===== src/logic/lstm_fixed_pkg.sv =====
// Fixed-point format and vector sizing for the cell-state update unit
`default_nettype none

package lstm_fixed_pkg;

  ////////////////////////////////////////////////////////////
  // Q4.12 element format
  ////////////////////////////////////////////////////////////

  // One signed element
  localparam int DATA_WIDTH = 16;
  // Fraction bits of Q4.12
  localparam int FRAC_BITS = 12;

  // Saturation bounds
  localparam logic signed [DATA_WIDTH-1:0] DATA_MAX = {1'b0, {(DATA_WIDTH-1){1'b1}}};
  localparam logic signed [DATA_WIDTH-1:0] DATA_MIN = {1'b1, {(DATA_WIDTH-1){1'b0}}};

  ////////////////////////////////////////////////////////////
  // Vector sizing
  ////////////////////////////////////////////////////////////

  // Largest L
  localparam int MAX_LENGTH = 16;
  // Element index, 0 to MAX_LENGTH-1
  localparam int ADDR_WIDTH = 4;
  // Length value, up to MAX_LENGTH itself
  localparam int LEN_WIDTH = 5;

endpackage

`default_nettype wire


===== src/logic/state_output_stage.sv =====
// Output register for new state elements and the end-of-vector READY pulse
`default_nettype none

module state_output_stage (
  input  logic                                       CLK,
  input  logic                                       RST,
  input  logic                                       result_valid,
  input  logic signed [lstm_fixed_pkg::DATA_WIDTH-1:0] result_data,
  input  logic        [lstm_fixed_pkg::ADDR_WIDTH-1:0] result_index,
  input  logic                                       result_last,
  output logic                                       S_OUT_ENABLE,
  output logic signed [lstm_fixed_pkg::DATA_WIDTH-1:0] S_OUT,
  output logic        [lstm_fixed_pkg::ADDR_WIDTH-1:0] S_INDEX_OUT,
  output logic                                       READY
);

  // Final element seen on the output this cycle
  logic last_out;

  ////////////////////////////////////////////////////////////
  // Strobes
  ////////////////////////////////////////////////////////////

  // READY trails the final S_OUT_ENABLE by one cycle
  always_ff @(posedge CLK or posedge RST) begin
    if (RST) begin
      S_OUT_ENABLE <= 1'b0;
      last_out     <= 1'b0;
      READY        <= 1'b0;
    end else begin
      S_OUT_ENABLE <= result_valid;
      last_out     <= result_valid && result_last;
      READY        <= last_out;
    end
  end

  ////////////////////////////////////////////////////////////
  // Data
  ////////////////////////////////////////////////////////////

  // Holds the last element between pulses
  always_ff @(posedge CLK) begin
    if (result_valid) begin
      S_OUT       <= result_data;
      S_INDEX_OUT <= result_index;
    end
  end

endmodule

`default_nettype wire


===== config.mk =====
export PLATFORM = sky130hd
export DESIGN_NAME = state_output_stage
export DESIGN_NICKNAME = d
export VERILOG_FILES = /design/src/logic/lstm_fixed_pkg.sv /design/src/logic/state_output_stage.sv
export SDC_FILE = /design/constraint.sdc
export NUM_CORES = 1
export LEC_CHECK = 0
export BUFFER_PORTS_ARGS = -buffer_cell sky130_fd_sc_hd__buf_2
export CAP_MARGIN = 20
export CORE_MARGIN = 2
export CORE_UTILIZATION = 25
export DETAILED_ROUTE_END_ITERATION = 6
export GPL_TIMING_DRIVEN = 0
export HOLD_SLACK_MARGIN = 0.12
export PLACE_DENSITY = 0.6
export SLEW_MARGIN = 20
export SYNTH_ARGS = -nofsm -noshare
export SYNTH_HDL_FRONTEND = slang
export SYNTH_SLANG_ARGS = --single-unit

===== constraint.sdc =====
create_clock -name CLK -period 0.8 [get_ports CLK]
set_input_delay 0.16 -clock CLK [delete_from_list [all_inputs] [get_ports CLK]]
set_output_delay 0.16 -clock CLK [all_outputs]
set_load 0.02 [all_outputs]

==> reports/metrics.yaml <==
cp_top_family: "flip-flops"
tns_ns: -4.22
grt_pass1_vias: 531
ctsHtreeMaxLevel: 1
ys_types: 4
die_y_um: 56.4
remaining_drc_errors: 0
cp.arrival_ns: 0.87
port_buffers: 45
p_per_area_nw_per_um2: 1840
post-route-util: 0.501
drive_gt1_frac: 0.500
postLayoutSetupSlackWorst_ns: -0.225
dr.pass1.iters: 2
failed_checks: "setup timing"
grt_antenna_before_repair: 0
finalHoldViolCount: 0
cts_tree: "done"
fin_crit_sh: 1.28
std_cell_rows: 18
p_leak_uw: 0.000553
rsz0062_at_grt: "yes"
yosysTopAreaCell: "edfxtp_1"
finalMaxSlewViolations: 0
via_count: 504
holdWs_ns: 0.215
wl_per_cell_um: 11.2
gr-total-overflow: 0
cp_max_fo: 1
clk_path_buf_depth: 2
grt_usage: 0.0917
worst_setup_path_end_kind: "primary output"
gr-usage-met2: 0.155
synth_area_leaders: "edfxtp_1 (88%), dfrtp_1 (11%), and2_1 (0.91%)"
use_met1: 0.0997
die_area_um2: 3180
seq_area_frac_synth: 0.985
initial_utilization: 0.269
syn_to_final_growth_pct: 86.1
drt_iter0_markers: 1
cts_setup_buffers: 0
synth-seq-cells: 23
grt_use_met3: 0.0392
grt_pass1_wl_um: 2170
finalWirelength_um: 1420
slew_headroom: 0.697
io_pins: 46
syn_area_um2: 686
clk_latency_ns: 0.29
via_per_inst: 4.00
diodes: 0
cts_buffers: 3
cap_violations: 0
grt_max_degree: 23
fin_nets: 121
place.gp.congestion: 0.642
ant_nets: 0
max_stage_delay_ns: 0.42
place_area_um2: 948
timing.fmax_ghz: 0.975
worstSetupPathType: "flip-flop to primary output"
avgSynthCellArea_um2: 27.4
hp-class: "primary input to flip-flop"
synthCells: 25
core-area_um2: 2540
cp-start-kind: "flip-flop"
yosys_warnings: 0
clock_skew_ns: 0.000183
synth_fp_nets: 49
slowest_stage: "edfxtp_1"
status: "complete, but fails checks"
crit_path_cell_trace: "buf_6"
vdd_drop_max_uv: 1060
critPathRequiredTime_ns: 0.64
cp_num_buf_inv: 1
period_needed_ns: 1.03
cts.clk_slew.worst_paths_ns: 0.12
finalSetupViolations: 22
synth.top_cell.area_share: 0.876
die_w_um: 56.4
grt_busiest_layer: "met2"
cts_root_buffer: "clkbuf_4"
cts_sinks: 23
design_area_um2: 1280
worstMarginPinSlew_ns: 0.455
-- cell families after synthesis --
group | count (synthesis) | share of synthesized area
buf+inv | 1 | 0.00547
flops | 23 | 0.985
simple gates | 1 | 0.00913
-- per-stage QoR --
step	std cells	setup slack, ns	total power [uW]
after floorplan	25	0.191	1570
after global placement	100	-0.109	1710
after detailed placement	100	-0.134	1730
after CTS	126	-0.234	2330
after global routing	126	-0.273	2460
final	126	-0.225	2340
-- final timing paths --
| check | to | cells after the start | startpoint | slack [ns] |
|---|---|---|---|---|
| max in group asynchronous | READY$_DFF_PP0_ | 3 | RST | 0.43 |
| worst min-delay path | S_OUT_ENABLE$_DFF_PP0_ | 1 | result_valid | 0.22 |
| worst min register to register | READY$_DFF_PP0_ | 0 | last_out$_DFF_PP0_ | 0.37 |
| worst max register to register | READY$_DFF_PP0_ | 0 | last_out$_DFF_PP0_ | 0.32 |
| worst max-delay path | S_OUT[3] | 1 | S_OUT[3]$_DFFE_PP_ | -0.23 |
| min in group asynchronous | last_out$_DFF_PP0_ | 3 | RST | 0.25 |
-- flip-flops by register name, indices dropped and copies added, names as in the netlist --
name and count:
last_out 1, S_OUT_ENABLE 1, S_INDEX_OUT 4, READY 1
S_OUT 16
-- cell type report --
| cell class | instances | area [um^2] |
|---|---|---|
| Timing Repair Buffer | 67 | 527 |
| Tap cell | 30 | 37.5 |
| Inverter | 1 | 3.75 |
| Fill cell | 221 | 1270 |
| Multi-Input combinational cell | 1 | 6.26 |
| Clock buffer | 4 | 26.3 |
| Sequential cell | 23 | 676 |
-- layout by cell type (no fill, tap or decap) --
cell,instances
buf_2,32
dlygate4sd3_1,22
edfxtp_1,20
buf_6,13
dfrtp_1,3
clkbuf_4,3
and2_1,1
inv_1,1
clkbuf_1,1
-- power by group --
part / switching, uW / total, uW / internal (uW) / leakage (uW)
clock network: 305 / 499 / 194 / 0.0000150
logic: 188 / 409 / 221 / 0.000304
registers: 31.1 / 1430 / 1400 / 0.000233
-- per-layer routing --
layer | wire (um) | share of wire
met5 | 0 | 0
met4 | 0 | 0
met2 | 710 | 0.50
met1 | 545 | 0.39
met3 | 159 | 0.11
-- cell usage after synthesis (all sizes together) --
cell / instances
and2: 1
dfrtp: 3
edfxtp: 20
inv: 1
-- what timing repair did --
item | CTS | global route
endpoints found under the setup margin | 22 | 22
gates resized for setup | 6 | 20
cloned | 0 | 0
hold endpoints to repair | 24 | 0
hold buffers | 22 | 0
No activity file was read; power rests on OpenSTA's default activity.
