$ cat config.mk
export PLATFORM = sky130hd
export DESIGN_NAME = fixed_alu
export DESIGN_NICKNAME = d
export VERILOG_FILES = /design/src/logic/lstm_ctrl_pkg.sv /design/src/logic/lstm_fixed_pkg.sv /design/src/logic/fixed_alu.sv
export SDC_FILE = /design/constraint.sdc
export NUM_CORES = 1
export LEC_CHECK = 0
export ABC_AREA = 1
export BUFFER_PORTS_ARGS = -buffer_cell sky130_fd_sc_hd__buf_2
export CORE_ASPECT_RATIO = 0.8
export CORE_MARGIN = 2
export CORE_UTILIZATION = 50
export DETAILED_ROUTE_END_ITERATION = 12
export GPL_TIMING_DRIVEN = 0
export PLACE_DENSITY = 0.78
export SLEW_MARGIN = 10
export SYNTH_ARGS = -nofsm -noshare
export SYNTH_HDL_FRONTEND = slang
export SYNTH_SLANG_ARGS = --single-unit
$ cat constraint.sdc
create_clock -name CLK -period 0.8 [get_ports CLK]
set_input_delay 0.16 -clock CLK [delete_from_list [all_inputs] [get_ports CLK]]
set_output_delay 0.16 -clock CLK [all_outputs]
set_load 0.01 [all_outputs]
$ cat src/logic/lstm_ctrl_pkg.sv
// Sequencer states and arithmetic opcodes for the cell-state update unit
`default_nettype none

package lstm_ctrl_pkg;

  ////////////////////////////////////////////////////////////
  // Sequencer FSM
  ////////////////////////////////////////////////////////////

  // One pass per element, back to REQUEST until the last index
  typedef enum logic [2:0] {
    IDLE,
    REQUEST,
    FETCH,
    MUL_FS,
    MUL_IA,
    ADD_STATE,
    WRITE_BACK
  } gate_state_t;

  ////////////////////////////////////////////////////////////
  // Shared ALU opcodes
  ////////////////////////////////////////////////////////////

  typedef enum logic {
    ALU_MUL,
    ALU_ADD
  } alu_op_t;

endpackage

`default_nettype wire

$ cat src/logic/lstm_fixed_pkg.sv
// Fixed-point format and vector sizing for the cell-state update unit
`default_nettype none

package lstm_fixed_pkg;

  ////////////////////////////////////////////////////////////
  // Q4.12 element format
  ////////////////////////////////////////////////////////////

  // One signed element
  localparam int DATA_WIDTH = 16;
  // Fraction bits of Q4.12
  localparam int FRAC_BITS = 12;

  // Saturation bounds
  localparam logic signed [DATA_WIDTH-1:0] DATA_MAX = {1'b0, {(DATA_WIDTH-1){1'b1}}};
  localparam logic signed [DATA_WIDTH-1:0] DATA_MIN = {1'b1, {(DATA_WIDTH-1){1'b0}}};

  ////////////////////////////////////////////////////////////
  // Vector sizing
  ////////////////////////////////////////////////////////////

  // Largest L
  localparam int MAX_LENGTH = 16;
  // Element index, 0 to MAX_LENGTH-1
  localparam int ADDR_WIDTH = 4;
  // Length value, up to MAX_LENGTH itself
  localparam int LEN_WIDTH = 5;

endpackage

`default_nettype wire

$ cat src/logic/fixed_alu.sv
// Shared Q4.12 arithmetic unit, saturating multiply or add with one-cycle latency
`default_nettype none

module fixed_alu (
  input  logic                                       CLK,
  input  logic                                       RST,
  input  logic                                       alu_start,
  input  lstm_ctrl_pkg::alu_op_t                     alu_op,
  input  logic signed [lstm_fixed_pkg::DATA_WIDTH-1:0] alu_a,
  input  logic signed [lstm_fixed_pkg::DATA_WIDTH-1:0] alu_b,
  output logic signed [lstm_fixed_pkg::DATA_WIDTH-1:0] alu_result,
  output logic                                       alu_done
);

  import lstm_fixed_pkg::*;
  import lstm_ctrl_pkg::*;

  // Full-width product and its Q4.12 alignment
  logic signed [2*DATA_WIDTH-1:0] product;
  logic signed [2*DATA_WIDTH-1:0] product_shifted;
  // One guard bit catches add overflow
  logic signed [DATA_WIDTH:0]     sum;
  logic signed [DATA_WIDTH-1:0]   result_next;

  ////////////////////////////////////////////////////////////
  // Combinational datapath
  ////////////////////////////////////////////////////////////

  always_comb begin
    product         = alu_a * alu_b;
    // Arithmetic shift, rounds toward minus infinity
    product_shifted = product >>> FRAC_BITS;
    sum             = alu_a + alu_b;
    case (alu_op)
      ALU_MUL: begin
        if (product_shifted > DATA_MAX) begin
          result_next = DATA_MAX;
        end else if (product_shifted < DATA_MIN) begin
          result_next = DATA_MIN;
        end else begin
          result_next = product_shifted[DATA_WIDTH-1:0];
        end
      end
      default: begin
        if (sum > DATA_MAX) begin
          result_next = DATA_MAX;
        end else if (sum < DATA_MIN) begin
          result_next = DATA_MIN;
        end else begin
          result_next = sum[DATA_WIDTH-1:0];
        end
      end
    endcase
  end

  ////////////////////////////////////////////////////////////
  // Output registers
  ////////////////////////////////////////////////////////////

  // Done strobe, exactly one cycle behind start
  always_ff @(posedge CLK or posedge RST) begin
    if (RST) begin
      alu_done <= 1'b0;
    end else begin
      alu_done <= alu_start;
    end
  end

  // Result holds until the next start
  always_ff @(posedge CLK) begin
    if (alu_start) begin
      alu_result <= result_next;
    end
  end

endmodule

`default_nettype wire

==> flow_summary.yaml <==
status:
  outcome: "finished, violations left"
  violations: "setup timing"
synthesis:
  syn_area_per_cell_um2: 7.67
  ys.warnings.count: 0
  syn-num-nets: 1999
  synthCells: 1605
  yosysUniqueCellTypes: 47
  seq_area_frac_synth: 0.0411
  ys_seq_elements: 17
  synth_area_mm2: 0.0123
sta:
  finalWorstSetupSlack_ns: -5.29
  finalHoldViolations: 0
  period_minus_slack_ns: 6.09
  finalSetupViolations: 33
  max_freq_mhz: 164
  rsz0062_at_grt: "yes"
  setup_tns_ns: -85.39
  finalCritPeriodShare: 7.62
  worstMarginPinSlew_ns: 0.568
  max-slew-margin-rel: 0.621
  finalMaxSlewViolations: 0
cells_and_area:
  diodes: 0
  drive_above_1_share: 0.182
  fill_cells: 2135
  layout_common_cells: "483 x inv_1, 380 x nand2_1, 253 x fa_1"
  area_delta_synth_final_pct: 18.0
  final_nets: 2112
  final_common_cell: "inv_1"
detailed_routing:
  drtIter0Drc: 831
  dr.pass1.iters: 6
  ant_nets: 0
  drc_errors: 0
  post_drt_via_cell_ratio: 5.12
  finalWirelength_um: 35500
  vias: 10400
  wl_per_cell_um: 17.4
critical_path:
  cp_max_fo: 5
  critPathCaptureType: "flop"
  critical_path_arrival_ns: 6.09
  crit_type: "input pin to flop"
  slowest_stage: "fa_2"
  cp_common_cell: "inv_2"
  start_kind: "input pin"
  cp_data_required_time_ns: 0.80
  critPathMaxStageDelay_ns: 0.59
grt:
  overflow: 0
  antenna_found_initial: 0
  grt_max_degree: 18
  grt_pass1_wl_um: 56200
  track_usage: 0.287
  grt_pass1_vias: 11100
floorplanning:
  die_h_um: 144
  rows: 51
  dieArea_mm2: 0.0259
  start_util: 0.507
  coreArea_mm2: 0.0242
  chipWidth_um: 179
  ios: 53
placed_design:
  dp_hpwl_um: 29200
  io_buffer_count: 52
  place_congestion: 1.06
clocking:
  htree_levels: 1
  cts_made_buffers: 3
  root_buffer: "clkbuf_16"
  path_clk_slew_ns: 0.05
  cts_tree: "done"
  clock_sinks: 17
  cts_max_path_buffers: 2
job:
  drv_cap: 0
min_path:
  worstHoldStart: "alu_start"
  holdPathStages: 1
  whs_endpoint: "alu_done$_DFF_PP0_"
  hp-class: "input pin to flop"
## cell families after synthesis
| family | count (synthesis) | synth area share |
|---|---|---|
| adders and majority gates | 358 | 0.524 |
| and+or+nand+nor | 568 | 0.197 |
| xor gates and xnor gates | 35 | 0.0249 |
| buffers and inverters | 537 | 0.167 |
| DFF | 17 | 0.0411 |
| AOI/OAI and AO/OA | 90 | 0.0465 |
## through the flow
| step | area, um^2 | setup slack [ns] | util | cells | hold slack [ns] |
|---|---|---|---|---|---|
| after floorplan | 12400 | -4.90 | - | 1605 | -0.111 |
| after global placement | 13100 | -5.97 | 0.540 | 1975 | -0.00855 |
| after detailed placement | 13100 | -6.09 | 0.540 | 1975 | -0.00542 |
| after CTS | 14200 | -5.13 | 0.586 | 2018 | 0.244 |
| after global routing | 14500 | -5.42 | 0.599 | 2035 | 0.257 |
| final | 14500 | -5.29 | 0.599 | 2035 | 0.240 |
## final cells by class
type / count / area (um^2) / area share
buffer: 38 / 534 / 0.0368
clock buffer: 4 / 78.8 / 0.00543
inverter: 498 / 1880 / 0.129
multi-input combinational: 1051 / 10300 / 0.707
sequential: 17 / 505 / 0.0348
tap: 318 / 398 / 0.0274
timing repair buffer: 109 / 863 / 0.0595
## per-layer routing
metal | GRT usage | up-vias | routed length, um
li1 | - | 4796 | -
met1 | 0.360 | 5102 | 13900
met2 | 0.490 | 442 | 16900
met3 | 0.0707 | 88 | 3430
met4 | 0.0849 | 0 | 1310
met5 | 0 | - | 0
## how the worst max path moves through the flow
| stage | startpoint | end | slack [ns] | cells past startpoint |
|---|---|---|---|---|
| 2_1_floorplan | alu_a[15] | alu_result[11]$_DFFE_PP_ | -4.90 | 26 |
| 3_3_place_gp | alu_b[4] | alu_result[7]$_DFFE_PP_ | -5.97 | 28 |
| 3_5_place_dp | alu_b[6] | alu_result[13]$_DFFE_PP_ | -6.09 | 25 |
| 4_1_cts | alu_a[15] | alu_result[7]$_DFFE_PP_ | -5.13 | 29 |
| 5_1_grt | alu_a[15] | alu_result[3]$_DFFE_PP_ | -5.42 | 31 |
| 6_report | alu_a[15] | alu_result[7]$_DFFE_PP_ | -5.29 | 31 |
## state kept, by name (all words and copies together), names as in the netlist
register	flops
alu_done	1
alu_result	16
## Yosys cell counts, drive strengths merged
library cell,instances,area (um^2)
o211ai,1,12.5
o31ai,2,15.0
nand4,5,31.3
edfxtp,16,480
o21ai,18,90.1
nand3b,2,15.0
a21oi,57,357
a21boi,1,7.51
buf,3,35.0
xnor2,11,96.3
xor2,24,210
and3,2,12.5
ha,96,1200
o21a,3,22.5
fa,262,5250
a31o,2,17.5
inv,498,1870
dfrtp,1,25.0
o21bai,3,26.3
nor2,76,325
a211oi,1,7.51
a21o,1,7.51
or2,5,31.3
nand3,32,180
nor4,1,21.3
nor3,11,80.1
o31a,1,8.76
nand2b,2,12.5
and2,1,6.26
nand2,431,1700
clkbuf,36,150
## worst max-delay path, delay by kind of cell
kind                     cells  cell delay (ns)
adder cells (fa/ha/maj)      7             3.41
AND/OR/NAND/NOR             10             1.07
buffers and inverters       13             1.36
AO/OA/AOI/OAI                1             0.05
## repair_timing
| item | CTS | global route |
|---|---|---|
| buffers inserted | 36 | 19 |
| hold endpoints to repair | 1 | 0 |
| gates cloned | 2 | 0 |
| pin swaps | 25 | 24 |
| hold buffers | 1 | 0 |
| gates resized for setup | 170 | 59 |
| setup endpoints to repair | 33 | 33 |
Power is not shown: default switching activity piles up to over one toggle a cycle in this logic, so the estimate is an artifact.
