## config.mk

```make
export PLATFORM = sky130hd
export DESIGN_NAME = state_memory
export DESIGN_NICKNAME = d
export VERILOG_FILES = /design/src/logic/lstm_fixed_pkg.sv /design/src/logic/state_memory.sv
export SDC_FILE = /design/constraint.sdc
export NUM_CORES = 1
export LEC_CHECK = 0
export BUFFER_PORTS_ARGS = -buffer_cell sky130_fd_sc_hd__buf_2
export CAP_MARGIN = 5
export CORE_MARGIN = 10
export CORE_UTILIZATION = 51
export CTS_BUF_LIST = sky130_fd_sc_hd__clkbuf_16
export CTS_CLUSTER_SIZE = 40
export DETAILED_ROUTE_END_ITERATION = 12
export PLACE_DENSITY = 0.72
export SLEW_MARGIN = 20
export SYNTH_ARGS = -nofsm -noshare
export SYNTH_HDL_FRONTEND = slang
export SYNTH_SLANG_ARGS = --single-unit
```

## constraint.sdc

```tcl
create_clock -name CLK -period 3.92 [get_ports CLK]
set_input_delay 0 -clock CLK [delete_from_list [all_inputs] [get_ports CLK]]
set_output_delay 0 -clock CLK [all_outputs]
set_load 0.05 [all_outputs]
```

## src/logic/lstm_fixed_pkg.sv

```systemverilog
// Fixed-point format and vector sizing for the cell-state update unit
`default_nettype none

package lstm_fixed_pkg;

  ////////////////////////////////////////////////////////////
  // Q4.12 element format
  ////////////////////////////////////////////////////////////

  // One signed element
  localparam int DATA_WIDTH = 16;
  // Fraction bits of Q4.12
  localparam int FRAC_BITS = 12;

  // Saturation bounds
  localparam logic signed [DATA_WIDTH-1:0] DATA_MAX = {1'b0, {(DATA_WIDTH-1){1'b1}}};
  localparam logic signed [DATA_WIDTH-1:0] DATA_MIN = {1'b1, {(DATA_WIDTH-1){1'b0}}};

  ////////////////////////////////////////////////////////////
  // Vector sizing
  ////////////////////////////////////////////////////////////

  // Largest L
  localparam int MAX_LENGTH = 16;
  // Element index, 0 to MAX_LENGTH-1
  localparam int ADDR_WIDTH = 4;
  // Length value, up to MAX_LENGTH itself
  localparam int LEN_WIDTH = 5;

endpackage

`default_nettype wire

```

## src/logic/state_memory.sv

```systemverilog
// Cell-state buffer with per-entry valid flags, cleared entries read as zero
`default_nettype none

module state_memory (
  input  logic                                       CLK,
  input  logic                                       RST,
  input  logic                                       clear,
  input  logic                                       rd_en,
  input  logic        [lstm_fixed_pkg::ADDR_WIDTH-1:0] rd_addr,
  output logic signed [lstm_fixed_pkg::DATA_WIDTH-1:0] rd_data,
  input  logic                                       wr_en,
  input  logic        [lstm_fixed_pkg::ADDR_WIDTH-1:0] wr_addr,
  input  logic signed [lstm_fixed_pkg::DATA_WIDTH-1:0] wr_data
);

  import lstm_fixed_pkg::*;

  // State storage, one entry per element
  logic signed [DATA_WIDTH-1:0] mem [MAX_LENGTH];
  // Entry written since the last clear
  logic [MAX_LENGTH-1:0] valid;

  ////////////////////////////////////////////////////////////
  // Valid flags
  ////////////////////////////////////////////////////////////

  // Whole vector drops in one cycle on clear
  always_ff @(posedge CLK or posedge RST) begin
    if (RST) begin
      valid <= '0;
    end else if (clear) begin
      valid <= '0;
    end else if (wr_en) begin
      valid[wr_addr] <= 1'b1;
    end
  end

  ////////////////////////////////////////////////////////////
  // Storage and synchronous read
  ////////////////////////////////////////////////////////////

  // Untouched entries keep old data across runs
  always_ff @(posedge CLK) begin
    if (wr_en) begin
      mem[wr_addr] <= wr_data;
    end
  end

  // Stale data masked by the flag, so s(t-1) starts at zero
  always_ff @(posedge CLK) begin
    if (rd_en) begin
      if (valid[rd_addr]) begin
        rd_data <= mem[rd_addr];
      end else begin
        rd_data <= '0;
      end
    end
  end

endmodule

`default_nettype wire

```

==> results.cfg, run 1 <==
[clocking]
insertion_delay_ns = 0.54
htree_levels = 1
cts_resized = 0
numCtsBuffers = 29
cts_tree = done
clk_pin_slew_ns = 0.07
clk_path_buf_depth = 3
post_cts_buffers = 0
cts_root_buf = clkbuf_16
clock-sinks = 288

[floorplanning]
initial_core_util = 0.517
placementRows = 53
die_height_um = 166
die_w_um = 166
die-area_mm2 = 0.0276
core-area_mm2 = 0.0210
io_pins = 45

[placement]
dp_hpwl_mm = 12.8
gp_congestion = 0.749
portBuffers = 44

[logic_synthesis]
synth_compound_area_frac = 0.0311
yosysUniqueCellTypes = 23
synth_xor_area_frac = 0
syn_area_mm2 = 0.0109
synthSimpleGateAreaFrac = 0.0251
synth.avg_cell_area_um2 = 22.1
syn_nets = 521
synth-seq-area-share = 0.788
yosysWarnings = 0
synth_top_family_by_area = multiplexers
synth_seq_cells = 288
syn_inst = 492
synth_mux_area_frac = 0.141
synthAdderAreaFrac = 0

[worst_setup_path]
reg2reg_slack_ns = 2.01
critPathKind = register to register
start_kind = register
crit_fanout = 16
required_ns = 4.18
critical_path_arrival_ns = 2.16
crit_start = valid[13]
r2r_start = valid[13]
cp-end-kind = register

[power_and_ir_drop]
ir_drop_mv = 0.374
fin_total_pwr_mw = 6.68
power_frac_clock = 0.434
seqPwrFrac = 0.517
p_leak_nw = 4.21
p_sw_frac = 0.197
comb_power_share = 0.049
powerDensity_mw_per_mm2 = 525
p_int_mw = 5.36
p_sw_mw = 1.31

[sta]
setup_viol = 0
finalCritPeriodShare = 0.486
max_freq_mhz = 525
rsz0062_at_grt = no
drv_slew = 0
setup-tns-final_ns = 0
hold_viol = 0
fin_skew_ns = 0.0153
maxSlewHeadroom = 0.266
worst_pin_slew_ns = 1.10
finalCriticalPeriod_ns = 1.91

[layout]
area_growth_pct = 16.9
fin_nets = 613
layout-drive-gt1-share = 0.330
diodes = 0

[status]
outcome = finished, final reports clean

[grt]
grt_pass1_wl_mm = 35.1
grt_usage = 0.165
grt_pass1_vias = 5679
grt_max_degree = 51
antenna_found_initial = 0
grt-ovfl-total = 0

[route]
first_pass_iters = 5
vias = 5342
wl_per_cell_um = 26.2
ant_nets = 0
wl_mm = 23.0
drtIter0Drc = 564
routed_via_density = 6.06
drc = 0

[hold_path]
min_path_type = input pin to async pin

[flow_run]
max_cap_violations = 0
## per-layer routing
layer / up-vias / part of all wire / track usage
met3: 39 / 0.089 / 0.0398
met2: 240 / 0.48 / 0.261
met5: - / 0 / 0
li1: 2247 / - / -
met4: 0 / 0.022 / 0.0416
met1: 2816 / 0.41 / 0.225
## synth_stat cells, drive strengths merged
cell / count / area (µm²)
buf: 17 / 133
nor2b: 2 / 12.5
a22oi: 32 / 240
nand3b: 2 / 15.0
nand2: 1 / 3.75
inv: 1 / 3.75
nor2: 46 / 189
mux4: 68 / 1530
dfrtp: 16 / 400
nand3: 1 / 5.00
a21oi: 16 / 80.1
a22o: 2 / 17.5
nand2b: 2 / 12.5
clkbuf: 8 / 30.0
nor3: 4 / 20.0
and2: 1 / 6.26
or3b: 1 / 8.76
edfxtp: 272 / 8170
## cell families after synthesis
| kind of cell | count (synthesis) |
|---|---|
| flops | 288 |
| mux | 68 |
| compound gates | 50 |
| buf+inv | 26 |
| simple gates | 60 |
## final timing paths
kind | endpoint | cells after the start
worst max-delay path | rd_data[14] | 4
worst min-delay path | valid[5] | 3
worst max register to register | rd_data[14] | 4
worst min register to register | valid[2] | 2
max in group asynchronous | valid[0] | 3
min in group CLK | mem[14][15] | 3
## timing repair
| item | 4_1_cts | 5_1_grt |
|---|---|---|
| hold buffers | 19 | 0 |
| endpoints found under the hold margin | 290 | 0 |
| endpoints found under the setup margin | 0 | 0 |
## cell usage in the layout (no fill, tap or decap), drive strengths merged
master	count
dfrtp	16
mux4	68
clkinv	14
dlygate4sd3	19
or3b	1
nand3	1
a22oi	32
edfxtp	272
nor2b	2
clkinvlp	2
nand3b	2
clkbuf	29
inv	2
a21oi	16
nor3	4
buf	67
and2	1
a22o	2
nand2	1
nand2b	2
nor2	46
bufinv	7
## metrics by stage
step                      instance area (µm²)  utilization  hold WS [ns]  cells  worst slack (ns)
after floorplan                         10900            -       -0.0863    492              1.81
after global placement                  11500        0.547        0.0598    809              1.61
after detailed placement                11500        0.547        0.0861    809              1.58
after CTS                               12700        0.605        0.0392    881              2.01
after global routing                    12700        0.605        0.0694    881              1.98
final                                   12700        0.605        0.0646    881              2.01
## power by group through the flow
| stage | clock, mW | combinational [mW] | sequential (mW) |
|---|---|---|---|
| 6_report | 2.90 | 0.329 | 3.45 |
| 5_1_grt | 3.06 | 0.354 | 3.45 |
| 4_1_cts | 2.94 | 0.333 | 3.45 |
| 3_5_place_dp | 0 | 0.316 | 3.52 |
| 3_3_place_gp | 0 | 0.307 | 3.51 |
| 2_1_floorplan | 0 | 0.174 | 3.54 |
## flip-flops by register name (all words and copies together), names as in the netlist
signal / count
mem: 256
rd_data: 16
valid: 16
## layout make-up
| type | instances | area [µm²] |
|---|---|---|
| Clock inverter | 24 | 293 |
| Clock buffer | 29 | 726 |
| Timing Repair Buffer | 86 | 586 |
| Tap cell | 275 | 344 |
| Fill cell | 1437 | 8310 |
| Sequential cell | 288 | 8570 |
| Inverter | 1 | 3.75 |
| Multi-Input combinational cell | 178 | 2190 |
## critical path, stage by stage, from the launching register on
cell and delay (ns):
dfrtp_1 0.39, mux4_2 0.47, a22o_1 0.30, nor2_8 0.38
a21oi_1 0.08
(Power assumes the default switching activity.)
==> inputs of run 2 (changes only) <==
- PLACE_DENSITY: 0.72 -> 0.75
- clock period: 3.92 -> 1.6 ns (I/O delays scaled with it)
==> run 2 against run 1 <==
Compared with the run above:
- the run now ends with negative setup slack left
- clock skew fell by 0.0071 ns
- largest power group unchanged
- clock power rose by 97%
- sequential cell count did not move
- via count rose by 0.82%
==> results.cfg, run 2 (synthesis results as in run 1) <==
[status]
outcome = complete, but fails checks
violations = negative setup slack

[route]
wl_per_cell_um = 25.8
drtIter0Drc = 524
first_pass_iters = 5
wl_mm = 22.8
ant_nets = 0
routed_via_density = 6.10
drc = 0
vias = 5386

[power_and_ir_drop]
ir_drop_mv = 0.994
powerDensity_mw_per_mm2 = 1170
fin_total_pwr_mw = 15.0
p_leak_nw = 4.23

[layout]
largestRegisters = mem: 256 flops, rd_data: 16 flops, valid: 16 flops
regArea_mm2 = 0.00857
final_cells = 883
largest_reg_flops = 256
final_util = 0.613
fin_nets = 619
layout_commonest_cell = edfxtp_1
multi_input_area_mm2 = 0.00227
layout-drive-gt1-share = 0.342
fillers = 1404
final_cell_mix = 272 x edfxtp_1, 68 x mux4_2, 43 x buf_2
max_flop_register = mem
area_growth_pct = 18.5
diodes = 0
final_cell_area_mm2 = 0.0129

[sta]
finalCriticalPeriod_ns = 1.76
finalWorstSetupSlack_ns = -0.162
hold_ws_ns = 0.0882
max_freq_mhz = 568
maxSlewHeadroom = 0.448
hold_viol = 0
setup-tns-final_ns = -2.32
drv_slew = 0
rsz0062_at_grt = yes
worst_pin_slew_ns = 0.826
fin_skew_ns = 0.00821
setup_viol = 16
finalCritPeriodShare = 1.10

[grt]
grt_pass1_wl_mm = 34.6
antenna_found_initial = 0
grt_usage = 0.162
grt-ovfl-total = 0
grt_pass1_vias = 5625
grt_max_degree = 37

[floorplanning]
placementRows = 53
io_pins = 45
die_w_um = 166
core-area_mm2 = 0.0210
die-area_mm2 = 0.0276
initial_core_util = 0.517
die_height_um = 166

[worst_setup_path]
critPathKind = register to register
slowest_stage = mux4_2
path_cells = mux4_2 -> a22o_4 -> nor2_8 -> buf_12 -> a21oi_1
cp-end-kind = register
crit_fanout = 9
start_kind = register
slowest_delay_ns = 0.47
required_ns = 1.86
path_buf_inv = 1
crit_start = valid[1]
ff2ff_path_depth = 5
critical_path_arrival_ns = 2.03
cp.depth = 5
r2r_start = valid[1]
critPathTopFamily = multiplexers

[placement]
placed_cell_area_mm2 = 0.0119
dp_hpwl_mm = 12.8
portBuffers = 44
place_ws_ns = -0.129
gp_congestion = 0.754
place_inst = 816

[clocking]
cts_tree = done
numCtsBuffers = 27
clk_pin_slew_ns = 0.06
insertion_delay_ns = 0.52
clk_path_buf_depth = 3
clock-sinks = 288
htree_levels = 1
cts_root_buf = clkbuf_16

[hold_path]
min_path_type = input pin to async pin

[flow_run]
max_cap_violations = 0
run 2: cell types whose count changed in the layout (fill, tap and decap cells not counted), sizes merged:
cell	change
inv	+4
buf	+8
clkinvlp	-2
clkbuf	-2
bufinv	-6
run 2: timing repair:
item,in CTS,in global routing
resized for setup,4,1
hold endpoints to repair,304,0
setup buffers,1,0
setup endpoints to repair,16,16
hold buffers,19,0
run 2: area by class of cell:
cell class / instances / share of cell area
well taps: 275 / 0.0267
repair buffers: 94 / 0.0714
flip-flops and latches: 288 / 0.665
inverters: 1 / 0.000291
multi-input cells: 178 / 0.176
clock buffers: 27 / 0.0524
clock inverters: 20 / 0.00864
run 2: per-layer routing:
layer | up-vias | routed length, µm | track usage | part of all wire
met5 | - | 0 | 0 | 0
li1 | 2251 | - | - | -
met4 | 0 | 513 | 0.0393 | 0.023
met3 | 36 | 1760 | 0.0327 | 0.077
met1 | 2838 | 9600 | 0.231 | 0.42
met2 | 261 | 10900 | 0.253 | 0.48
run 2: where the power goes:
part	internal, mW	switching [mW]	leakage, nW
Combinational	0.363	0.513	1.13
Clock	3.20	2.52	0.404
Sequential	8.41	0.0437	2.70
run 2: final timing paths:
kind	slack, ns	end
hold / removal	0.09	valid[11]
max in group asynchronous	1.13	valid[9]
hold reg to reg	0.50	valid[14]
min in group CLK	0.09	mem[0][8]
setup / recovery	-0.16	rd_data[10]
setup reg to reg	-0.16	rd_data[10]
run 2: worst min-delay path: stages:
cell	delay, ns
dlygate4sd3_1	0.53
buf_2	0.12
inv_1	0.43
