--- config.mk ---
export PLATFORM = sky130hd
export DESIGN_NAME = state_gate_vector
export DESIGN_NICKNAME = d
export VERILOG_FILES = /design/src/logic/lstm_ctrl_pkg.sv /design/src/logic/lstm_fixed_pkg.sv /design/src/logic/state_gate_vector.sv
export SDC_FILE = /design/constraint.sdc
export NUM_CORES = 1
export LEC_CHECK = 0
export BUFFER_PORTS_ARGS = -buffer_cell sky130_fd_sc_hd__buf_2
export CORE_MARGIN = 5
export CORE_UTILIZATION = 23
export CTS_CLUSTER_SIZE = 14
export DETAILED_ROUTE_END_ITERATION = 8
export PLACE_DENSITY = 0.44
export SLEW_MARGIN = 25
export SYNTH_ARGS = -nofsm -noshare
export SYNTH_HDL_FRONTEND = slang
export SYNTH_SLANG_ARGS = --single-unit
export TNS_END_PERCENT = 20
--- constraint.sdc ---
create_clock -name CLK -period 9.04 [get_ports CLK]
set_input_delay 0.904 -clock CLK [delete_from_list [all_inputs] [get_ports CLK]]
set_output_delay 0.904 -clock CLK [all_outputs]
set_load 0.1 [all_outputs]
--- src/logic/lstm_ctrl_pkg.sv ---
// Sequencer states and arithmetic opcodes for the cell-state update unit
`default_nettype none

package lstm_ctrl_pkg;

  ////////////////////////////////////////////////////////////
  // Sequencer FSM
  ////////////////////////////////////////////////////////////

  // One pass per element, back to REQUEST until the last index
  typedef enum logic [2:0] {
    IDLE,
    REQUEST,
    FETCH,
    MUL_FS,
    MUL_IA,
    ADD_STATE,
    WRITE_BACK
  } gate_state_t;

  ////////////////////////////////////////////////////////////
  // Shared ALU opcodes
  ////////////////////////////////////////////////////////////

  typedef enum logic {
    ALU_MUL,
    ALU_ADD
  } alu_op_t;

endpackage

`default_nettype wire

--- src/logic/lstm_fixed_pkg.sv ---
// Fixed-point format and vector sizing for the cell-state update unit
`default_nettype none

package lstm_fixed_pkg;

  ////////////////////////////////////////////////////////////
  // Q4.12 element format
  ////////////////////////////////////////////////////////////

  // One signed element
  localparam int DATA_WIDTH = 16;
  // Fraction bits of Q4.12
  localparam int FRAC_BITS = 12;

  // Saturation bounds
  localparam logic signed [DATA_WIDTH-1:0] DATA_MAX = {1'b0, {(DATA_WIDTH-1){1'b1}}};
  localparam logic signed [DATA_WIDTH-1:0] DATA_MIN = {1'b1, {(DATA_WIDTH-1){1'b0}}};

  ////////////////////////////////////////////////////////////
  // Vector sizing
  ////////////////////////////////////////////////////////////

  // Largest L
  localparam int MAX_LENGTH = 16;
  // Element index, 0 to MAX_LENGTH-1
  localparam int ADDR_WIDTH = 4;
  // Length value, up to MAX_LENGTH itself
  localparam int LEN_WIDTH = 5;

endpackage

`default_nettype wire

--- src/logic/state_gate_vector.sv ---
// Sequencer for s = f*s_prev + i*a, one element at a time over the shared ALU
`default_nettype none

module state_gate_vector (
  input  logic                                       CLK,
  input  logic                                       RST,
  // Run control
  input  logic                                       START,
  input  logic                                       CLEAR_STATE,
  input  logic        [lstm_fixed_pkg::LEN_WIDTH-1:0]  SIZE_L_IN,
  // Gate element exchange
  input  logic                                       IN_ENABLE,
  input  logic signed [lstm_fixed_pkg::DATA_WIDTH-1:0] I_IN,
  input  logic signed [lstm_fixed_pkg::DATA_WIDTH-1:0] F_IN,
  input  logic signed [lstm_fixed_pkg::DATA_WIDTH-1:0] A_IN,
  output logic                                       ELEMENT_REQUEST,
  output logic                                       BUSY,
  // ALU side
  output logic                                       alu_start,
  output lstm_ctrl_pkg::alu_op_t                     alu_op,
  output logic signed [lstm_fixed_pkg::DATA_WIDTH-1:0] alu_a,
  output logic signed [lstm_fixed_pkg::DATA_WIDTH-1:0] alu_b,
  input  logic signed [lstm_fixed_pkg::DATA_WIDTH-1:0] alu_result,
  input  logic                                       alu_done,
  // State memory side
  output logic                                       clear,
  output logic                                       rd_en,
  output logic        [lstm_fixed_pkg::ADDR_WIDTH-1:0] rd_addr,
  input  logic signed [lstm_fixed_pkg::DATA_WIDTH-1:0] rd_data,
  output logic                                       wr_en,
  output logic        [lstm_fixed_pkg::ADDR_WIDTH-1:0] wr_addr,
  output logic signed [lstm_fixed_pkg::DATA_WIDTH-1:0] wr_data,
  // Output stage side
  output logic                                       result_valid,
  output logic signed [lstm_fixed_pkg::DATA_WIDTH-1:0] result_data,
  output logic        [lstm_fixed_pkg::ADDR_WIDTH-1:0] result_index,
  output logic                                       result_last
);

  import lstm_fixed_pkg::*;
  import lstm_ctrl_pkg::*;

  gate_state_t state;
  // Second cycle of a two-cycle step, or request already pulsed
  logic phase;

  logic [ADDR_WIDTH-1:0] index;
  logic [ADDR_WIDTH-1:0] last_index;

  // Gate operands for the element in flight
  logic signed [DATA_WIDTH-1:0] i_reg;
  logic signed [DATA_WIDTH-1:0] f_reg;
  logic signed [DATA_WIDTH-1:0] a_reg;
  // f*s_prev held while i*a runs
  logic signed [DATA_WIDTH-1:0] fs_prod;

  logic at_last;

  ////////////////////////////////////////////////////////////
  // Sequencer FSM
  ////////////////////////////////////////////////////////////

  always_ff @(posedge CLK or posedge RST) begin
    if (RST) begin
      state      <= IDLE;
      phase      <= 1'b0;
      index      <= '0;
      last_index <= '0;
    end else begin
      case (state)
        IDLE: begin
          phase <= 1'b0;
          if (START) begin
            index      <= '0;
            last_index <= ADDR_WIDTH'(SIZE_L_IN - 1'b1);
            state      <= REQUEST;
          end
        end
        // Wait here until the environment answers
        REQUEST: begin
          phase <= 1'b1;
          if (IN_ENABLE) begin
            phase <= 1'b0;
            state <= FETCH;
          end
        end
        // Memory read of s(t-1)
        FETCH: begin
          state <= MUL_FS;
        end
        MUL_FS: begin
          phase <= 1'b1;
          if (alu_done) begin
            phase <= 1'b0;
            state <= MUL_IA;
          end
        end
        MUL_IA: begin
          phase <= 1'b1;
          if (alu_done) begin
            phase <= 1'b0;
            state <= ADD_STATE;
          end
        end
        ADD_STATE: begin
          phase <= 1'b1;
          if (alu_done) begin
            phase <= 1'b0;
            state <= WRITE_BACK;
          end
        end
        WRITE_BACK: begin
          if (at_last) begin
            state <= IDLE;
          end else begin
            index <= index + 1'b1;
            state <= REQUEST;
          end
        end
        default: begin
          state <= IDLE;
        end
      endcase
    end
  end

  ////////////////////////////////////////////////////////////
  // Operand capture
  ////////////////////////////////////////////////////////////

  // Gates latched on the answer, read issued next cycle in FETCH
  always_ff @(posedge CLK) begin
    if (state == REQUEST && IN_ENABLE) begin
      i_reg <= I_IN;
      f_reg <= F_IN;
      a_reg <= A_IN;
    end
    if (state == MUL_FS && alu_done) begin
      fs_prod <= alu_result;
    end
  end

  ////////////////////////////////////////////////////////////
  // Decoded strobes and datapath select
  ////////////////////////////////////////////////////////////

  assign at_last         = (index == last_index);
  assign BUSY            = (state != IDLE);
  // First cycle of REQUEST only
  assign ELEMENT_REQUEST = (state == REQUEST) && !phase;
  assign clear           = (state == IDLE) && CLEAR_STATE;

  assign rd_en   = (state == FETCH);
  assign rd_addr = index;

  // Start on the first cycle of each ALU step
  assign alu_start = !phase &&
                     (state == MUL_FS || state == MUL_IA || state == ADD_STATE);

  always_comb begin
    alu_op = ALU_MUL;
    alu_a  = '0;
    alu_b  = '0;
    case (state)
      MUL_FS: begin
        alu_a = f_reg;
        alu_b = rd_data;
      end
      MUL_IA: begin
        alu_a = i_reg;
        alu_b = a_reg;
      end
      // i*a still sits on the ALU result
      ADD_STATE: begin
        alu_op = ALU_ADD;
        alu_a  = fs_prod;
        alu_b  = alu_result;
      end
      default: begin
        alu_op = ALU_MUL;
      end
    endcase
  end

  // Write-back and hand-off in the same cycle
  assign wr_en        = (state == WRITE_BACK);
  assign wr_addr      = index;
  assign wr_data      = alu_result;
  assign result_valid = (state == WRITE_BACK);
  assign result_data  = alu_result;
  assign result_index = index;
  assign result_last  = (state == WRITE_BACK) && at_last;

endmodule

`default_nettype wire

==> results.py, run 1 <==
metrics = {
    "status": {
        "status": "completed",
    },
    "placement": {
        "finalWeightedCongestion": 0.739,
        "dp_cells": 608,
        "pre_cts_ws_ps": 5580,
        "place.detailed.hpwl_um": 7830,
        "dpl_cell_area_mm2": 0.00445,
        "io_buffers": 174,
    },
    "route": {
        "routed_wl_um": 10800,
        "drc_errors": 0,
        "drt_iter0_drc": 155,
        "vias_per_cell": 4.25,
        "drt-pass1-iter-count": 4,
        "postRouteAntennaNets": 0,
        "wire_per_inst_um": 17.4,
        "vias": 2649,
    },
    "synth": {
        "syn_inst": 271,
        "syn_area_mm2": 0.00363,
        "async_flop_share_pct": 15.8,
        "synth_edf_count": 64,
        "synth_top_family_by_area": "compound AO/OA/AOI/OAI gates",
        "synth_nets": 364,
        "yosys.area_share.simple_pct": 6.13,
        "synth-seq-cells": 76,
        "synth_seq_area_share_pct": 61.1,
        "yosys_most_used_dff": "edfxtp_1",
        "yosys-top-cells-area": "edfxtp_1, a22o_1, buf_4",
        "synthAdderAreaFrac_pct": 0.688,
        "synth_cell_types": 38,
        "synth_top_area_cell": "edfxtp_1",
        "synthXorXnorAreaFrac_pct": 1.45,
        "synthMuxAreaShare_pct": 0.585,
        "yosysTopAreaCellShare_pct": 52.9,
        "yosysWarningCount": 0,
        "synth_compound_area_share_pct": 18.9,
        "postSynthAreaPerCell_um2": 13.4,
    },
    "timing": {
        "slew_viol_final": 0,
        "hold_viol": 0,
        "setup_ws_ps": 5260,
        "tightest_slew_ps": 970,
        "fin_setup_tns_ps": 0,
        "period_minus_slack_ps": 3780,
        "rsz0062_at_grt": "false",
        "fmax_ghz": 0.264,
        "setup_viol": 0,
        "finClkSkew_ps": 5.91,
        "min_period_over_period_pct": 41.8,
        "whs_ps": 549,
        "slew_headroom_pct": 35.2,
    },
    "global_routing": {
        "track_usage_pct": 11.8,
        "grt.overflow.total": 0,
        "grt_antenna_before_repair": 0,
        "grt_pass1_wl_um": 16300,
        "grt_pass1_vias": 2777,
        "grt_max_degree": 44,
    },
    "clock_network": {
        "clkLatencyLatePin_ps": 330,
        "path_clk_slew_ps": 60,
        "ctsHoldBuffers": 0,
        "post_cts_buffers": 0,
        "root_buffer": "clkbuf_16",
        "cts_buffers": 9,
        "post_cts_resized": 0,
        "cts.sinks": 76,
        "cts_buffer_depth": 2,
        "htree_num_levels": 3,
        "cts_tree": "done",
    },
    "pwr": {
        "power_mw": 2.00,
        "ir_worst_vdd_mv": 0.178,
        "p_per_area_mw_per_mm2": 422,
        "p_leak_nw": 2.08,
    },
    "worst_setup_path": {
        "cp-end-kind": "output pin",
        "crit_fanout": 34,
        "r2r_start": "state[0]",
        "critical_path_class": "reg -> out",
        "slowest_stage": "nor2_4",
        "crit_chain": "inv_1 -> nor2_4 -> a22o_1 -> a22o_1 -> buf_2",
        "cp_slowest_stage_delay_ps": 770,
        "cp-startpoint": "state[2]",
        "crit_buf_inv": 2,
        "critPathLaunchType": "flip-flop",
        "crit_family": "simple AND/OR/NAND/NOR gates",
        "cp_data_arrival_time_ps": 2880,
        "cp.required_ps": 8140,
        "cp_common_cell": "a22o_1",
    },
    "floorplanning": {
        "chipWidth_um": 136,
        "placementRows": 46,
        "die_area_mm2": 0.0184,
        "start_util_pct": 23.1,
        "fp.dieH_um": 136,
        "core_mm2": 0.0157,
        "ios": 176,
    },
    "layout": {
        "area_growth_pct": 30.2,
        "fill_cells": 1667,
        "drive_gt1_share_pct": 49.6,
        "n_antenna_cell": 0,
        "final_cell_mix": "buf_2, a22o_1, edfxtp_1, dfrtp_1",
        "multi_input_area_mm2": 0.00103,
        "layoutNonFillerInstCount": 623,
        "seq_area_mm2": 0.00222,
        "fin_nets": 496,
        "final_util_pct": 30.1,
        "stdcell_area_mm2": 0.00473,
        "final_common_cell": "buf_2",
    },
    "flow_run": {
        "drv_cap": 0,
    },
    "hold_path": {
        "worstHoldPathType": "reg -> reg",
        "min_from": "last_index[1]",
    },
}
layer usage:
metal,global-route usage [%],part of all wire (%),wire (µm)
met5,0,0,0
met4,4.76,1.5,165
met3,2.53,5.1,555
met2,19.3,50,5430
met1,15.2,43,4670
layout make-up:
| class | count | share of cell area (%) |
|---|---|---|
| Tap cell | 216 | 5.71 |
| Timing Repair Buffer | 178 | 19.0 |
| Clock buffer | 10 | 4.84 |
| Multi-Input combinational cell | 132 | 21.8 |
| Inverter | 6 | 0.476 |
| Sequential cell | 76 | 47.0 |
| Clock inverter | 5 | 1.14 |
final timing paths:
| path | slack, ps | cells after the start | end |
|---|---|---|---|
| setup / recovery | 5260 | 5 | alu_b[8] |
| hold / removal | 550 | 2 | last_index[1] |
| min in group asynchronous | 600 | 2 | state[2] |
| setup reg to reg | 6830 | 3 | f_reg[6] |
| hold reg to reg | 550 | 2 | last_index[1] |
| max in group asynchronous | 8070 | 2 | state[0] |
kinds of logic (layout without fill, tap and decap cells):
group,Yosys count,after routing
buffers and inverters,63,199
AO/OA/AOI/OAI,83,83
XOR/XNOR,6,6
flip-flops,76,76
adder cells (fa/ha/maj),2,2
multiplexers,2,2
AND/OR/NAND/NOR,39,39
power by group:
| part | switching [mW] | total (mW) | internal [mW] |
|---|---|---|---|
| Sequential | 0.0818 | 0.543 | 0.461 |
| Combinational | 0.889 | 1.11 | 0.218 |
| Clock | 0.137 | 0.348 | 0.211 |
| Total | 1.11 | 2.00 | 0.890 |
worst reg2reg max path, stage by stage, from the launching register on:
cell      delay, ps
dfrtp_2         940
nand2b_1        280
nor3b_2         280
buf_4           370
synth_stat cells (3+ instances only):
| cell | instances |
|---|---|
| a21oi_1 | 7 |
| a22o_1 | 64 |
| buf_2 | 9 |
| buf_4 | 42 |
| clkbuf_1 | 6 |
| dfrtp_1 | 12 |
| edfxtp_1 | 64 |
| inv_1 | 5 |
| nand2_1 | 9 |
| nand2b_1 | 3 |
| nor2_1 | 10 |
| o21ai_0 | 3 |
| xnor2_1 | 6 |
No activity file was read; power rests on OpenSTA's default activity.
==> run 2, diff against run 1 <==
Clock period 9.04 ns to 3.6 ns, I/O delays scaled along.
==> run 2 against run 1 <==
Worst hold slack worse by 520 ps. First-iteration DRC count is 28% lower. Clock-buffer cell count fell by 1. Via count grew 1.6%. Clock power up 150%. Sequential power grew 140%. Final area is 0.98% higher.
==> results.py, run 2 (synthesized netlist as in run 1, its figures left out) <==
metrics = {
    "route": {
        "routed_wl_um": 10800,
        "wire_per_inst_um": 17.1,
        "drc_errors": 0,
        "vias": 2691,
        "drt-pass1-iter-count": 4,
        "vias_per_cell": 4.28,
        "drt_iter0_drc": 112,
        "postRouteAntennaNets": 0,
    },
    "worst_setup_path": {
        "slowest_stage": "dfrtp_1",
        "cp_common_cell": "a22o_1",
        "crit_chain": "nor2b_4 -> buf_4 -> a22o_1 -> a22o_1 -> buf_2",
        "critical_path_class": "reg -> out",
        "crit_fanout": 21,
        "critPathLaunchType": "flip-flop",
        "cp_slowest_stage_delay_ps": 700,
        "cp_data_arrival_time_ps": 2740,
        "cp-end-kind": "output pin",
        "cp.required_ps": 3240,
        "crit_family": "buffers and inverters",
        "crit_buf_inv": 2,
    },
    "floorplanning": {
        "fp.dieH_um": 136,
        "core_mm2": 0.0157,
        "die_area_mm2": 0.0184,
        "chipWidth_um": 136,
        "ios": 176,
        "start_util_pct": 23.1,
        "placementRows": 46,
    },
    "global_routing": {
        "grt_max_degree": 28,
        "grt_antenna_before_repair": 0,
        "track_usage_pct": 11.5,
        "grt_pass1_vias": 2689,
        "grt_pass1_wl_um": 15900,
        "grt.overflow.total": 0,
    },
    "layout": {
        "n_antenna_cell": 0,
        "layoutNonFillerInstCount": 629,
        "final_common_cell": "buf_2",
        "drive_gt1_share_pct": 50.8,
        "fin_nets": 501,
        "fill_cells": 1619,
        "area_growth_pct": 31.5,
        "final_cell_mix": "buf_2, a22o_1, edfxtp_1, dfrtp_1",
    },
    "timing": {
        "setup_viol": 0,
        "hold_viol": 0,
        "slew_headroom_pct": 59.9,
        "min_period_over_period_pct": 86.2,
        "rsz0062_at_grt": "false",
        "whs_ps": 25.7,
        "tightest_slew_ps": 600,
        "fin_setup_tns_ps": 0,
        "fmax_ghz": 0.322,
        "setup_ws_ps": 498,
        "period_minus_slack_ps": 3100,
        "slew_viol_final": 0,
        "finClkSkew_ps": 6.19,
    },
    "pwr": {
        "ir_worst_vdd_mv": 0.442,
        "p_leak_nw": 2.11,
        "p_per_area_mw_per_mm2": 1050,
    },
    "placement": {
        "io_buffers": 174,
        "finalWeightedCongestion": 0.769,
        "place.detailed.hpwl_um": 7950,
        "pre_cts_ws_ps": 803,
        "dp_cells": 613,
    },
    "clock_network": {
        "post_cts_buffers": 0,
        "ctsHoldBuffers": 0,
        "cts_buffer_depth": 2,
        "root_buffer": "clkbuf_16",
        "clkLatencyLatePin_ps": 340,
        "htree_num_levels": 3,
        "path_clk_slew_ps": 60,
        "cts_tree": "done",
        "post_cts_resized": 0,
        "cts_buffers": 9,
        "cts.sinks": 76,
    },
    "status": {
        "status": "completed",
    },
    "hold_path": {
        "worstHoldPathType": "in -> async",
    },
    "flow_run": {
        "drv_cap": 0,
    },
}
==> run 2: final cells by class <==
cell class	count	area, µm²	area share (%)
clock buffer	9	225	4.71
timing repair buffer	183	938	19.6
tap	216	270	5.65
sequential	76	2220	46.5
clock inverter	7	60.1	1.26
inverter	6	22.5	0.471
multi-input combinational	132	1040	21.8
==> run 2: metal layers <==
metal / routed length (µm) / share of wire, % / track usage [%]
met1: 4580 / 43 / 13.8
met2: 5380 / 50 / 19.3
met3: 643 / 6.0 / 4.20
met4: 156 / 1.5 / 3.36
met5: 0 / 0 / 0
==> run 2: path summary, 6_finish.rpt <==
path	slack, ps	start	endpoint	depth (start not counted)
max in group asynchronous	3220	RST	state[0]	2
min in group CLK	190	I_IN[5]	i_reg[5]	1
max reg2reg	1680	state[1]	fs_prod[14]	3
min	30	RST	last_index[0]	2
max	500	state[1]	alu_b[15]	5
min reg2reg	570	last_index[3]	last_index[3]	2
==> run 2: power by group <==
group          switching [mW]  total (mW)  internal (mW)  leakage, nW
clock                   0.382       0.859          0.477        0.131
combinational            2.28        2.86          0.575         1.24
sequential              0.166        1.32           1.16        0.735
total                    2.83        5.04           2.21         2.11
==> run 2: metrics by stage <==
step                total power [mW]  util [%]  cell area (µm²)
floorplan                       3.73         -             3640
global placement                4.22      28.6             4490
detailed placement              4.23      28.6             4490
CTS                             5.12      30.4             4780
global route                    5.26      30.4             4780
finish                          5.04      30.4             4780
==> run 3, diff against run 2 <==
Settings changed: CORE_UTILIZATION 23 to 25, PLACE_DENSITY 0.44 to 0.47.
==> run 3 against run 2 <==
Global-route usage is 0.82 points higher. Sequential cell count did not move. Worst hold slack improved by 16 ps. Clock power rose by 12%. Final area grew 0.21%. Critical endpoint is now alu_a[3]. Clock skew shrank 1.1 ps. Critical path depth rose by 1. Sequential share of layout area decreased by 0.097 points.
==> results.py, run 3 (synthesized netlist as in run 1, its figures left out) <==
metrics = {
    "pwr": {
        "p_leak_nw": 2.14,
        "seq_power_share_pct": 25.4,
        "swShare_pct": 54.4,
        "p_per_area_mw_per_mm2": 1080,
        "p_int_mw": 2.36,
        "switchingPower_mw": 2.81,
        "clkPwrFrac_pct": 18.5,
        "power_frac_comb_pct": 56.1,
        "ir_worst_vdd_mv": 0.518,
    },
    "timing": {
        "period_minus_slack_ps": 3050,
        "rsz0062_at_grt": "false",
        "tightest_slew_ps": 656,
        "slew_viol_final": 0,
        "slew_headroom_pct": 56.3,
        "fmax_ghz": 0.328,
        "finClkSkew_ps": 5.12,
        "setup_viol": 0,
        "whs_ps": 41.4,
        "hold_viol": 0,
        "fin_setup_tns_ps": 0,
        "min_period_over_period_pct": 84.7,
    },
    "layout": {
        "n_antenna_cell": 0,
        "area_growth_pct": 31.8,
        "stdcell_area_mm2": 0.00479,
        "final_cell_mix": "buf_2, a22o_1, edfxtp_1, dfrtp_1",
        "fin_nets": 502,
        "drive_gt1_share_pct": 50.5,
        "final_common_cell": "buf_2",
    },
    "hold_path": {
        "worstHoldPathType": "in -> async",
    },
    "global_routing": {
        "track_usage_pct": 12.3,
        "grt.overflow.total": 0,
        "grt_antenna_before_repair": 1,
        "grt_pass1_wl_um": 15400,
        "grt_pass1_vias": 2608,
        "grt_max_degree": 32,
    },
    "clock_network": {
        "cts_buffers": 9,
        "clkLatencyLatePin_ps": 340,
        "root_buffer": "clkbuf_16",
        "post_cts_buffers": 0,
        "ctsHoldBuffers": 0,
        "cts_tree": "done",
        "cts_buffer_depth": 2,
        "htree_num_levels": 3,
        "path_clk_slew_ps": 60,
        "cts.sinks": 76,
        "post_cts_resized": 0,
    },
    "route": {
        "routed_wl_um": 10700,
        "drt_iter0_drc": 143,
        "drt-pass1-iter-count": 4,
        "wire_per_inst_um": 17.9,
        "vias": 2662,
        "vias_per_cell": 4.45,
        "postRouteAntennaNets": 0,
        "drc_errors": 0,
    },
    "status": {
        "status": "completed",
    },
    "placement": {
        "io_buffers": 174,
        "dpl_cell_area_mm2": 0.00447,
        "place.detailed.hpwl_um": 7790,
        "finalWeightedCongestion": 0.750,
    },
    "worst_setup_path": {
        "critPathLaunchType": "flip-flop",
        "critical_path_class": "reg -> out",
        "cp-end-kind": "output pin",
        "cp.required_ps": 3240,
        "crit_fanout": 18,
        "cp_data_arrival_time_ps": 2690,
    },
    "floorplanning": {
        "chipWidth_um": 131,
        "die_area_mm2": 0.0170,
        "ios": 176,
        "start_util_pct": 25.3,
        "core_mm2": 0.0144,
        "fp.dieH_um": 131,
        "placementRows": 44,
    },
    "flow_run": {
        "drv_cap": 0,
    },
}
## run 3: final cells by class
type                            count  area, µm²
Clock buffer                        9        225
Multi-Input combinational cell    132       1040
Tap cell                          184        230
Fill cell                        1455       9580
Timing Repair Buffer              184        958
Clock inverter                      7       90.1
Inverter                            6       22.5
Sequential cell                    76       2220
## run 3: power groups by stage
stage / Sequential [mW] / Clock (mW) / Combinational [mW]
final: 1.31 / 0.958 / 2.90
after global routing: 1.34 / 1.03 / 3.02
after CTS: 1.32 / 0.992 / 2.92
after detailed placement: 1.33 / 0 / 2.92
after global placement: 1.33 / 0 / 2.91
after floorplan: 1.30 / 0 / 2.43
## run 3: per-layer routing
layer,share of wire (%),track usage [%],vias to the layer above
met5,0.065,0,-
met2,50,19.8,84
li1,-,-,1280
met4,1.3,4.17,2
met3,6.6,3.66,9
met1,42,15.9,1287
## run 3: final timing paths
check                         startpoint             to  slack (ps)  depth (start not counted)
min reg2reg                last_index[1]  last_index[1]         570                          2
max                             state[2]       alu_a[3]         550                          6
min                                  RST  last_index[1]          40                          2
max in group asynchronous            RST       state[0]        3190                          2
max reg2reg                     state[0]      a_reg[11]        1480                          3
min in group CLK                 I_IN[4]       i_reg[4]         200                          1
## run 3: per-stage QoR
stage	cells	setup WS, ps	total power [mW]	utilization, %
after detailed placement	582	901	4.26	31.1
final	598	549	5.17	33.3
after CTS	598	528	5.23	33.3
after global routing	598	381	5.39	33.3
after global placement	582	921	4.24	31.1
after floorplan	271	415	3.73	-
## run 3: worst max-delay path, stage by stage, from the launching register on
cell,delay (ps)
dfrtp_1,680
inv_1,250
nor2_4,480
buf_12,230
a22o_1,160
a22o_1,120
buf_2,420
